$ cat src/common/star_pkg.sv
`default_nettype none

package star_pkg;

    // Star shift register.
    typedef logic [22:0] poly_t;

    // Scroll register as the host writes it, only bits 8:0 matter.
    typedef logic [15:0] scroll_t;

    // Host register address.
    typedef logic [2:0] reg_addr_t;

    // Register map.
    localparam reg_addr_t ADDR_HPOS0 = 3'd0;
    localparam reg_addr_t ADDR_VPOS0 = 3'd1;
    localparam reg_addr_t ADDR_HPOS1 = 3'd2;
    localparam reg_addr_t ADDR_VPOS1 = 3'd3;

    // Write queue entries, equal to the host's starting credits.
    localparam int WQ_DEPTH = 2;
    localparam int WQ_PTR_W = $clog2(WQ_DEPTH);
    localparam int WQ_CNT_W = $clog2(WQ_DEPTH + 1);

    // Fixed low part of the seed.
    localparam logic [9:0] POLY_FILL = 10'h55;

    // Brightness window inside the shift register.
    localparam int BRIGHT_LO = 7;
    localparam int BRIGHT_HI = 15;

endpackage

`default_nettype wire

$ cat src/common/video_pkg.sv
`default_nettype none

package video_pkg;

    // Horizontal pixel position within a line.
    typedef logic [8:0] pxl_t;

    // Line number within a frame.
    typedef logic [8:0] line_t;

    // Star pixel.
    // Bits 8:7 stay zero, 6:4 pick the palette, 3:0 are the colour.
    // A colour of all ones is transparent.
    typedef logic [8:0] star_pix_t;

    // Pixels per line, visible part first.
    localparam int H_TOTAL  = 64;
    localparam int H_ACTIVE = 48;

    // Lines per frame, visible part first.
    localparam int V_TOTAL  = 40;
    localparam int V_ACTIVE = 32;

    // System clocks per pixel.
    localparam int CEN_DIV  = 2;

    // Width of the pixel enable divider.
    localparam int CEN_W    = $clog2(CEN_DIV);

endpackage

`default_nettype wire
$ cat src/star_video_top.sv
`default_nettype none
`timescale 1ns/1ps

module star_video_top (
    input  wire                      clk,
    input  wire                      rst_n,
    input  wire                      wr_valid,
    input  wire star_pkg::reg_addr_t wr_addr,
    input  wire star_pkg::scroll_t   wr_data,
    output logic                     credit,
    output video_pkg::pxl_t          hdump,
    output video_pkg::line_t         vdump,
    output logic                     hb,
    output logic                     vb,
    output video_pkg::star_pix_t     star0,
    output video_pkg::star_pix_t     star1
);

    logic              pxl_cen;
    star_pkg::scroll_t hpos0;
    star_pkg::scroll_t vpos0;
    star_pkg::scroll_t hpos1;
    star_pkg::scroll_t vpos1;

    // Pixel enable, counters and blanking.
    video_timing u_timing (
        .clk     (clk),
        .rst_n   (rst_n),
        .pxl_cen (pxl_cen),
        .hdump   (hdump),
        .vdump   (vdump),
        .hb      (hb),
        .vb      (vb)
    );

    // Host scroll registers, updated in vertical blank.
    star_regs u_regs (
        .clk      (clk),
        .rst_n    (rst_n),
        .vb       (vb),
        .wr_valid (wr_valid),
        .wr_addr  (wr_addr),
        .wr_data  (wr_data),
        .credit   (credit),
        .hpos0    (hpos0),
        .vpos0    (vpos0),
        .hpos1    (hpos1),
        .vpos1    (vpos1)
    );

    // Both star layers.
    star_field u_stars (
        .clk     (clk),
        .pxl_cen (pxl_cen),
        .hb      (hb),
        .vb      (vb),
        .vdump   (vdump),
        .hpos0   (hpos0),
        .vpos0   (vpos0),
        .hpos1   (hpos1),
        .vpos1   (vpos1),
        .star0   (star0),
        .star1   (star1)
    );

endmodule

`default_nettype wire

$ cat src/stars/star_field.sv
`default_nettype none
`timescale 1ns/1ps

module star_field (
    input  wire                   clk,
    input  wire                   pxl_cen,
    input  wire                   hb,
    input  wire                   vb,
    input  wire video_pkg::line_t vdump,
    input  wire star_pkg::scroll_t hpos0,
    input  wire star_pkg::scroll_t vpos0,
    input  wire star_pkg::scroll_t hpos1,
    input  wire star_pkg::scroll_t vpos1,
    output video_pkg::star_pix_t  star0,
    output video_pkg::star_pix_t  star1
);

    logic            load;
    star_pkg::poly_t poly0;
    star_pkg::poly_t poly1;

    // Brightness window check and pixel packing.
    // Outside the window the colour is all ones, so the pixel is transparent.
    function automatic video_pkg::star_pix_t star_decode(input star_pkg::poly_t p);
        logic bright;
        bright = &p[star_pkg::BRIGHT_HI:star_pkg::BRIGHT_LO];
        return {2'b00, p[6:4], bright ? p[3:0] : 4'hf};
    endfunction

    // Generators reseed at the start of any blanking.
    assign load = hb | vb;

    star_lfsr u_lfsr0 (
        .clk     (clk),
        .pxl_cen (pxl_cen),
        .load    (load),
        .layer   (1'b0),
        .hpos    (hpos0[8:0]),
        .vpos    (vpos0[8:0]),
        .vdump   (vdump),
        .poly    (poly0)
    );

    star_lfsr u_lfsr1 (
        .clk     (clk),
        .pxl_cen (pxl_cen),
        .load    (load),
        .layer   (1'b1),
        .hpos    (hpos1[8:0]),
        .vpos    (vpos1[8:0]),
        .vdump   (vdump),
        .poly    (poly1)
    );

    assign star0 = star_decode(poly0);
    assign star1 = star_decode(poly1);

endmodule

`default_nettype wire

$ cat src/stars/star_lfsr.sv
`default_nettype none
`timescale 1ns/1ps

module star_lfsr (
    input  wire                   clk,
    input  wire                   pxl_cen,
    input  wire                   load,
    input  wire                   layer,
    input  wire video_pkg::pxl_t  hpos,
    input  wire video_pkg::line_t vpos,
    input  wire video_pkg::line_t vdump,
    output star_pkg::poly_t       poly
);

    logic             load_last;
    logic             load_rise;
    logic             skip_left;
    logic             step;
    video_pkg::pxl_t  skip_cnt;
    video_pkg::line_t v_sum;
    star_pkg::poly_t  seed;

    // Vertical scroll plus current line.
    assign v_sum = vpos + vdump;

    // Seed: layer pattern mixed with sum bits, the sum rotated, then the fill.
    // Layer 1 gets the fill inverted so both layers differ.
    assign seed = {{layer, ~layer, ~layer, layer} ^ {v_sum[3:2], v_sum[7:6]},
                   v_sum[3:0],
                   v_sum[8:4],
                   star_pkg::POLY_FILL ^ {10{layer}}};

    assign load_rise = load && !load_last;
    assign skip_left = skip_cnt != '0;

    // In blank, run free until the horizontal skip is used up.
    // In active video, one step per pixel.
    assign step = load ? skip_left : pxl_cen;

    always_ff @(posedge clk) begin
        load_last <= load;
        if (load_rise) begin
            poly     <= seed;
            skip_cnt <= hpos;
        end else if (step) begin
            if (skip_left) begin
                skip_cnt <= skip_cnt - 1'b1;
            end
            // Inverted feedback from taps 21 and 17.
            poly <= {poly[21:0], ~(poly[21] ^ poly[17])};
        end
    end

endmodule

`default_nettype wire

$ cat src/stars/star_regs.sv
`default_nettype none
`timescale 1ns/1ps

module star_regs (
    input  wire                      clk,
    input  wire                      rst_n,
    input  wire                      vb,
    input  wire                      wr_valid,
    input  wire star_pkg::reg_addr_t wr_addr,
    input  wire star_pkg::scroll_t   wr_data,
    output logic                     credit,
    output star_pkg::scroll_t        hpos0,
    output star_pkg::scroll_t        vpos0,
    output star_pkg::scroll_t        hpos1,
    output star_pkg::scroll_t        vpos1
);

    star_pkg::reg_addr_t           q_addr [star_pkg::WQ_DEPTH];
    star_pkg::scroll_t             q_data [star_pkg::WQ_DEPTH];
    logic [star_pkg::WQ_PTR_W-1:0] wr_ptr;
    logic [star_pkg::WQ_PTR_W-1:0] rd_ptr;
    logic [star_pkg::WQ_CNT_W-1:0] count;
    logic                          retire;

    // Circular pointer step.
    function automatic logic [star_pkg::WQ_PTR_W-1:0] ptr_next(
        input logic [star_pkg::WQ_PTR_W-1:0] p
    );
        return (int'(p) == star_pkg::WQ_DEPTH - 1) ? '0 : p + 1'b1;
    endfunction

    // Drain one entry per clock, only in vertical blank.
    assign retire = vb && (count != '0);

    // Queue storage.
    // The host never writes into a full queue while it obeys the credits.
    always_ff @(posedge clk) begin
        if (wr_valid) begin
            q_addr[wr_ptr] <= wr_addr;
            q_data[wr_ptr] <= wr_data;
        end
    end

    always_ff @(posedge clk) begin
        if (!rst_n) begin
            wr_ptr <= '0;
            rd_ptr <= '0;
            count  <= '0;
            credit <= 1'b0;
            hpos0  <= '0;
            vpos0  <= '0;
            hpos1  <= '0;
            vpos1  <= '0;
        end else begin
            // Every retired entry gives one credit back.
            credit <= retire;
            if (wr_valid) begin
                wr_ptr <= ptr_next(wr_ptr);
            end
            if (retire) begin
                rd_ptr <= ptr_next(rd_ptr);
            end
            // Occupancy.
            case ({wr_valid, retire})
                2'b10:   count <= count + 1'b1;
                2'b01:   count <= count - 1'b1;
                default: ;
            endcase
            // Apply the oldest entry, unknown addresses are dropped.
            if (retire) begin
                case (q_addr[rd_ptr])
                    star_pkg::ADDR_HPOS0: hpos0 <= q_data[rd_ptr];
                    star_pkg::ADDR_VPOS0: vpos0 <= q_data[rd_ptr];
                    star_pkg::ADDR_HPOS1: hpos1 <= q_data[rd_ptr];
                    star_pkg::ADDR_VPOS1: vpos1 <= q_data[rd_ptr];
                    default: ;
                endcase
            end
        end
    end

endmodule

`default_nettype wire

$ cat src/video_timing.sv
`default_nettype none
`timescale 1ns/1ps

module video_timing (
    input  wire              clk,
    input  wire              rst_n,
    output logic             pxl_cen,
    output video_pkg::pxl_t  hdump,
    output video_pkg::line_t vdump,
    output logic             hb,
    output logic             vb
);

    logic [video_pkg::CEN_W-1:0] cen_cnt;
    logic                        cen_last;
    logic                        h_wrap;
    logic                        v_wrap;
    video_pkg::pxl_t             h_nxt;
    video_pkg::line_t            v_nxt;

    // Last clock of each pixel period.
    assign cen_last = int'(cen_cnt) == video_pkg::CEN_DIV - 1;

    // End of line and end of frame.
    assign h_wrap = int'(hdump) == video_pkg::H_TOTAL - 1;
    assign v_wrap = int'(vdump) == video_pkg::V_TOTAL - 1;

    // Counter values for the next clock.
    // Blanking is decoded from these so it lines up with the counters.
    always_comb begin
        h_nxt = hdump;
        v_nxt = vdump;
        if (pxl_cen) begin
            if (h_wrap) begin
                h_nxt = '0;
                // Line advances only when the pixel counter wraps.
                v_nxt = v_wrap ? '0 : vdump + 1'b1;
            end else begin
                h_nxt = hdump + 1'b1;
            end
        end
    end

    always_ff @(posedge clk) begin
        if (!rst_n) begin
            cen_cnt <= '0;
            pxl_cen <= 1'b0;
            hdump   <= '0;
            vdump   <= '0;
            hb      <= 1'b0;
            vb      <= 1'b0;
        end else begin
            // Pixel enable, one clock in CEN_DIV.
            cen_cnt <= cen_last ? '0 : cen_cnt + 1'b1;
            pxl_cen <= cen_last;
            hdump   <= h_nxt;
            vdump   <= v_nxt;
            // Registered blanking.
            hb      <= int'(h_nxt) >= video_pkg::H_ACTIVE;
            vb      <= int'(v_nxt) >= video_pkg::V_ACTIVE;
        end
    end

endmodule

`default_nettype wire

$ cat config.mk
export PLATFORM = sky130hd
export DESIGN_NAME = star_video_top
export DESIGN_NICKNAME = d
export VERILOG_FILES = /design/src/common/star_pkg.sv /design/src/common/video_pkg.sv /design/src/star_video_top.sv /design/src/stars/star_field.sv /design/src/stars/star_lfsr.sv /design/src/stars/star_regs.sv /design/src/video_timing.sv
export SDC_FILE = /design/constraint.sdc
export NUM_CORES = 1
export LEC_CHECK = 0
export ABC_AREA = 0
export BUFFER_PORTS_ARGS = -buffer_cell sky130_fd_sc_hd__buf_2
export CAP_MARGIN = 20
export CORE_MARGIN = 5
export CORE_UTILIZATION = 54
export DETAILED_ROUTE_END_ITERATION = 12
export GPL_ROUTABILITY_DRIVEN = 0
export GPL_TIMING_DRIVEN = 0
export PLACE_DENSITY = 0.88
export SKIP_CTS_REPAIR_TIMING = 1
export SLEW_MARGIN = 0
export SYNTH_ARGS = -nofsm -noshare
export SYNTH_HDL_FRONTEND = slang
export SYNTH_SLANG_ARGS = --single-unit
$ cat constraint.sdc
create_clock -name clk -period 2.3 [get_ports clk]
set_input_delay 0.46 -clock clk [delete_from_list [all_inputs] [get_ports clk]]
set_output_delay 0.46 -clock clk [all_outputs]
set_load 0.005 [all_outputs]
==> results of run 1 <==
-- cell usage in the layout, fill, tap and decap left out, types with 5 or more instances in the layout --
cell       Yosys  routed
ha_1          21      20
buf_4         10      17
xnor2_1       23      23
clkbuf_1      15      13
xor2_1        21      21
nand2_1       96      94
nor3_1        12      11
mux2_2        10      10
a21oi_1       34      31
and3_1         5       5
dfxtp_1       85      83
mux2i_1       39      39
inv_1         12      12
nor2_1        85      82
nand4_1        5       5
nand2b_1      13      13
o21ai_0       43      41
nand3_1       30      30
clkbuf_16      0      18
buf_2          6      55
a21o_1         6       6
edfxtp_1      66      66
-- stage by stage --
| step | std cells | cell area (um^2) | worst slack, ns | total power, mW |
|---|---|---|---|---|
| final | 951 | 8100 | 0.0403 | 6.21 |
| after global routing | 951 | 8100 | -0.0278 | 6.43 |
| after CTS | 943 | 7970 | -0.390 | 6.21 |
| after detailed placement | 911 | 7380 | -0.300 | 3.55 |
| after global placement | 911 | 7380 | -0.262 | 3.52 |
| after floorplan | 690 | 6920 | 0.0784 | 3.40 |
-- power by group through the flow --
stage / clock (mW) / combinational, mW / sequential (mW)
after floorplan: 0 / 0.287 / 3.12
after global routing: 2.85 / 0.460 / 3.12
after global placement: 0 / 0.376 / 3.14
after detailed placement: 0 / 0.394 / 3.15
after CTS: 2.71 / 0.400 / 3.10
final: 2.70 / 0.410 / 3.10
-- how the worst max path moves through the flow --
stage                                  end  cells past startpoint
2_1_floorplan     u_stars.u_lfsr0.poly[14]                      8
3_3_place_gp      u_stars.u_lfsr1.poly[10]                      6
3_5_place_dp      u_stars.u_lfsr1.poly[18]                      6
4_1_cts        u_stars.u_lfsr0.skip_cnt[5]                      6
5_1_grt           u_stars.u_lfsr0.poly[14]                      8
6_report          u_stars.u_lfsr0.poly[14]                      8
-- worst max-delay path, delay by kind of cell, from the launching register on --
kind                       cells  cell delay [ns]
xor gates and xnor gates       1             0.20
and+or+nand+nor                1             0.11
AOI/OAI and AO/OA              4             0.69
DFF                            1             0.38
adders and majority gates      2             0.61
-- metal layers --
metal	vias up	track usage [%]
met4	0	8.65
li1	2543	-
met2	158	35.0
met1	2512	26.3
met3	31	5.03
met5	-	0
-- area by class of cell --
class / count / area (um^2) / area share [%]
Buffer: 36 / 209 / 2.58
Inverter: 13 / 48.8 / 0.602
Clock buffer: 20 / 468 / 5.78
Multi-Input combinational cell: 490 / 3050 / 37.7
Clock inverter: 12 / 118 / 1.45
Sequential cell: 151 / 3690 / 45.5
Timing Repair Buffer: 57 / 303 / 3.74
Tap cell: 172 / 215 / 2.66
-- logic make-up after synthesis --
| kind of cell | after synthesis |
|---|---|
| simple gates | 264 |
| flops | 151 |
| compound gates | 106 |
| mux | 49 |
| buf+inv | 49 |
| xor+xnor | 44 |
| fa+ha+maj | 23 |
| other cells | 1 |
-- flip-flops by register name, indices dropped and copies added, names as in the netlist, 9 cells and up, named ones only --
signal,flops
u_regs.hpos0,9
u_regs.q_data,18
u_regs.hpos1,9
u_stars.u_lfsr0.skip_cnt,9
u_stars.u_lfsr1.skip_cnt,9
u_regs.vpos0,9
u_timing.hdump,9
u_timing.vdump,9
u_regs.vpos1,9
u_stars.u_lfsr0.poly,22
u_stars.u_lfsr1.poly,22
==> impl_metrics.csv, run 1 <==
group,metric,value,unit
sta,post-route-period-util,98.2,%
logic_synthesis,yosys.area.top_type,"edfxtp_1",
logic_synthesis,synth_xor_area_share,5.57,%
sta,tightest_slew,0.990,ns
logic_synthesis,synth_area,0.00691,mm^2
logic_synthesis,ys_ff_latch,151,
hold_path,hold_class,"input port to flop",
pwr,p_seq_share,49.9,%
sta,hold_viol,0,
detailed_routing,detail_route.vias_per_cell,5.51,
pwr,p_int,4.78,mW
clock_network,cts_tree,"done",
logic_synthesis,synth_ff_type,"dfxtp_1",
sta,fin_skew,0.00894,ns
clock_network,cts.sinks,151,
logic_synthesis,ys_types,50,
pwr,p_switching,1.44,mW
sta,holdWs,0.224,ns
logic_synthesis,muxShareOfSynthArea,7.28,%
floorplan,start_util,55.0,%
pwr,swShare,23.1,%
sta,drv_slew,0,
floorplan,core_region_area,0.0126,mm^2
logic_synthesis,synth_area_per_cell,10.1,um^2
logic_synthesis,ys.warnings.count,0,
setup_path,rr_endpoint,"u_stars.u_lfsr0.poly[14]",
sta,maxSlewHeadroom,33.8,%
logic_synthesis,syn_inst,687,
global_routing,grt_pass1_vias,5114,
setup_path,reg2reg_slack,0.04,ns
global_routing,grt_max_degree,17,
final_layout,antenna_cells,0,
pwr,vdd_ir_drop_max,0.000613,V
logic_synthesis,synth_compound_area_share,8.80,%
clock_network,clock-root-buffer,"clkbuf_16",
clock_network,htree_num_levels,4,
setup_path,path_class,"flop to flop",
pwr,p_leak,3.44,nW
detailed_routing,drt_first_pass_iters,5,
pwr,p_clk_share,43.5,%
detailed_routing,vias,5244,
final_layout,syn2layout_area_growth,17.2,%
final_layout,fin_nets,811,
floorplan,die_w,123,um
sta,fmax,443,MHz
detailed_routing,post-route-drc-count,0,
clock_network,clk_latency,0.42,ns
detailed_routing,m1WireLength,6.60,mm
setup_path,rr_worst_depth,8,
setup_path,critPathMaxFanout,8,
setup_path,crit_slowest_cell,"dfxtp_4",
floorplan,die-area,0.0152,mm^2
setup_path,crit_path_end_kind,"flop",
clock_network,clkTransAtPathRegs,0.06,ns
detailed_routing,ant_nets,0,
sta,finalSetupTns,0,ns
setup_path,cp.arrival,2.41,ns
detailed_routing,first_iter_violations,352,
final_layout,fin_util,64.5,%
logic_synthesis,synth.area.top_cells,"edfxtp_1 29%, dfxtp_1 25%, mux2i_1 5.6%, nand2_1 5.2%, nor2_1 4.6%",
clock_network,ctsLongestPathBuffers,2,
logic_synthesis,async_flop_share,0,%
run,maxCapViolCount,0,
sta,setup_viol,0,
detailed_routing,wl_per_cell,16.2,um
setup_path,crit_start,"u_timing.vdump[0]",
detailed_routing,wl,15.4,mm
sta,rsz0062_at_grt,"true",
floorplan,fp.dieH,123,um
floorplan,rows,41,
hold_path,worstHoldStart,"wr_data[2]",
setup_path,crit_path_max_incr_delay,0.38,ns
final_layout,nFillCells,925,
final_layout,drive_above_1_share,18.2,%
logic_synthesis,synth_seq_area_share,53.3,%
hold_path,whs_path_depth,1,
clock_network,cts_buffers,17,
logic_synthesis,synth_top_family_by_area,"simple AND/OR/NAND/NOR gates",
logic_synthesis,yosys.area_share.simple,17.0,%
detailed_routing,wl_met2,7.63,mm
setup_path,r2r-start,"u_timing.vdump[0]",
setup_path,critPathLaunchType,"flop",
pwr,power.density,767,mW/mm^2
logic_synthesis,ys_top_cells_by_count,"96 x nand2_1, 85 x dfxtp_1, 85 x nor2_1",
global_routing,grt_antenna_before_repair,0,
setup_path,required,2.45,ns
place,io_buffers,49,
logic_synthesis,synth_top_area_share,28.7,%
hold_path,whs_endpoint,"u_regs.q_data[1][2]",
global_routing,grt_use_total,21.0,%
detailed_routing,dr_wl_met3,825,um
detailed_routing,highest_layer,"met4",
floorplan,pin_count,61,
global_routing,overflow,0,
outcome,status,"finished, final reports clean",
setup_path,cp_cell_sequence,"ha_1 > fa_2 > a21oi_2 > o21ai_1 > a2111oi_2 > nor3_1 > xnor2_1 > o21ai_0",
logic_synthesis,synth-edff-count,66,
logic_synthesis,synthMostInstantiatedCell,"nand2_1",
global_routing,grt_pass1_wl,24.8,mm
logic_synthesis,synth_adder_area_share,4.38,%
pwr,comb_power_share,6.6,%
place,dpl.hpwl,10.8,mm
sta,min_period,2.26,ns
Power figures use the tool's default switching activity.
==> run 2, diff against run 1 <==
Settings changed: CORE_ASPECT_RATIO set to 1.1.
==> run 2 against run 1 <==
Effect of this change:
- first-iteration DRC count is 36% higher
- critical path depth stayed put
- worst hold slack worse by 0.0029 ns
- power down 5.0%
- combinational power shrank 2%
- non-clock buffer count fell by 1
- worst setup slack worse by 0.036 ns
- design area shrank 1.5%
- cell count is 1.8% lower
- via count increased by 0.69%
- wire length grew 0.17%
- sequential power about the same
==> impl_metrics.csv, run 2 (synthesis gave the netlist of run 1 again) <==
group,metric,value,unit
global_routing,grt_pass1_wl,25.1,mm
pwr,p_leak,3.40,nW
sta,post-route-period-util,99.8,%
setup_path,path_class,"flop to flop",
pwr,vdd_ir_drop_max,0.000805,V
floorplan,fp.dieH,129,um
hold_path,whs_path_depth,1,
detailed_routing,drt_first_pass_iters,7,
clock_network,cts_buffers,17,
global_routing,grt_pass1_vias,5167,
detailed_routing,wl_per_cell,16.5,um
setup_path,critPathLaunchType,"flop",
detailed_routing,post-route-drc-count,0,
sta,hold_viol,0,
setup_path,rr_worst_depth,8,
clock_network,cts_tree,"done",
pwr,power.density,740,mW/mm^2
outcome,status,"finished, final reports clean",
sta,tightest_slew,0.981,ns
sta,setup_viol,0,
pwr,total_power,5.90,mW
final_layout,drive_above_1_share,17.6,%
clock_network,ctsLongestPathBuffers,2,
final_layout,antenna_cells,0,
final_layout,nFillCells,983,
detailed_routing,vias,5280,
setup_path,r2r-start,"u_timing.vdump[0]",
final_layout,fin_nets,810,
setup_path,rr_endpoint,"u_stars.u_lfsr0.poly[14]",
place,post-place-cells,896,
detailed_routing,first_iter_violations,479,
clock_network,cts.sinks,151,
final_layout,layoutNonFillerInstCount,934,
final_layout,final_cell_mix,"94 x nand2_1, 83 x nor2_1, 83 x dfxtp_1",
final_layout,final_common_cell,"nand2_1",
sta,holdWs,0.221,ns
hold_path,worstHoldStart,"wr_data[6]",
setup_path,crit_path_end_kind,"flop",
setup_path,cp.arrival,2.45,ns
sta,maxSlewHeadroom,34.4,%
global_routing,overflow,0,
global_routing,grt_max_degree,17,
global_routing,grt_antenna_before_repair,0,
place,io_buffers,49,
clock_network,clk_latency,0.43,ns
detailed_routing,wl,15.5,mm
sta,fmax,436,MHz
detailed_routing,detail_route.vias_per_cell,5.65,
floorplan,die-area,0.0152,mm^2
final_layout,reg.largest.list,"u_stars.u_lfsr0.poly: 22 flops, u_stars.u_lfsr1.poly: 22 flops, u_regs.q_data: 18 flops",
sta,drv_slew,0,
clock_network,clock-root-buffer,"clkbuf_16",
floorplan,pin_count,61,
run,maxCapViolCount,0,
hold_path,hold_class,"input port to flop",
floorplan,die_w,118,um
setup_path,reg2reg_slack,0.004,ns
floorplan,start_util,54.9,%
detailed_routing,ant_nets,0,
sta,min_period,2.30,ns
sta,rsz0062_at_grt,"true",
setup_path,critPathMaxFanout,8,
sta,fin_skew,0.00680,ns
hold_path,whs_endpoint,"u_regs.q_data[1][6]",
final_layout,syn2layout_area_growth,15.4,%
place,dpl.hpwl,10.5,mm
final_layout,fin_util,63.4,%
global_routing,grt_use_total,20.5,%
floorplan,core_region_area,0.0126,mm^2
floorplan,rows,43,
clock_network,htree_num_levels,4,
clock_network,clkTransAtPathRegs,0.06,ns
setup_path,required,2.45,ns
==> run 2: cell types whose count changed in the layout (fill, tap and decap cells not counted), sizes merged <==
cell	change
clkinvlp	-3
clkinv	+2
bufinv	-1
==> run 2: metrics by stage <==
stage	worst slack, ns	area, um^2	TNS (ns)
after detailed placement	-0.312	7370	-7.94
final	0.00438	7980	0
after CTS	-0.349	7860	-9.65
after global placement	-0.229	7370	-5.48
after global routing	-0.0661	7980	-0.735
after floorplan	0.0784	6920	0
==> run 2: power breakdown <==
group,internal [mW],switching (mW)
clock,1.36,1.05
combinational,0.199,0.203
sequential,2.98,0.115
==> run 2: how the worst max path moves through the flow <==
stage,endpoint,slack (ns),from
2_1_floorplan,u_stars.u_lfsr0.poly[14],0.08,u_timing.vdump[0]
4_1_cts,u_stars.u_lfsr1.poly[10],-0.35,u_stars.u_lfsr1.skip_cnt[0]
3_5_place_dp,u_stars.u_lfsr1.poly[18],-0.31,u_stars.u_lfsr1.skip_cnt[3]
5_1_grt,u_stars.u_lfsr0.poly[14],-0.07,u_timing.vdump[0]
3_3_place_gp,u_stars.u_lfsr1.poly[10],-0.23,u_stars.u_lfsr1.skip_cnt[3]
6_report,u_stars.u_lfsr0.poly[14],0.004,u_timing.vdump[0]
==> run 2: area by class of cell <==
type                    count  area, um^2  share of cell area (%)
inverters                  13        48.8                   0.612
clock inverters            10        56.3                   0.706
multi-input cells         490        3040                    38.2
repair buffers             56         293                    3.67
well taps                 157         196                    2.46
flip-flops and latches    151        3690                    46.2
clock buffers              21         440                    5.52
plain buffers              36         211                    2.65
==> run 2: routing by layer <==
layer,global-route usage [%],vias up,wire length [um]
met4,9.45,0,435
li1,-,2537,-
met2,34.6,177,7610
met1,24.7,2528,6540
met5,0,-,0
met3,5.45,38,864
==> run 2: critical path, cell delays in order (launching register included) <==
cell and delay [ns]:
dfxtp_4 0.38, ha_2 0.22, fa_2 0.38, a21oi_2 0.19, o21ai_1 0.12, a2111oi_2 0.31, nor3_1 0.10, xnor2_1 0.20
o21ai_0 0.11
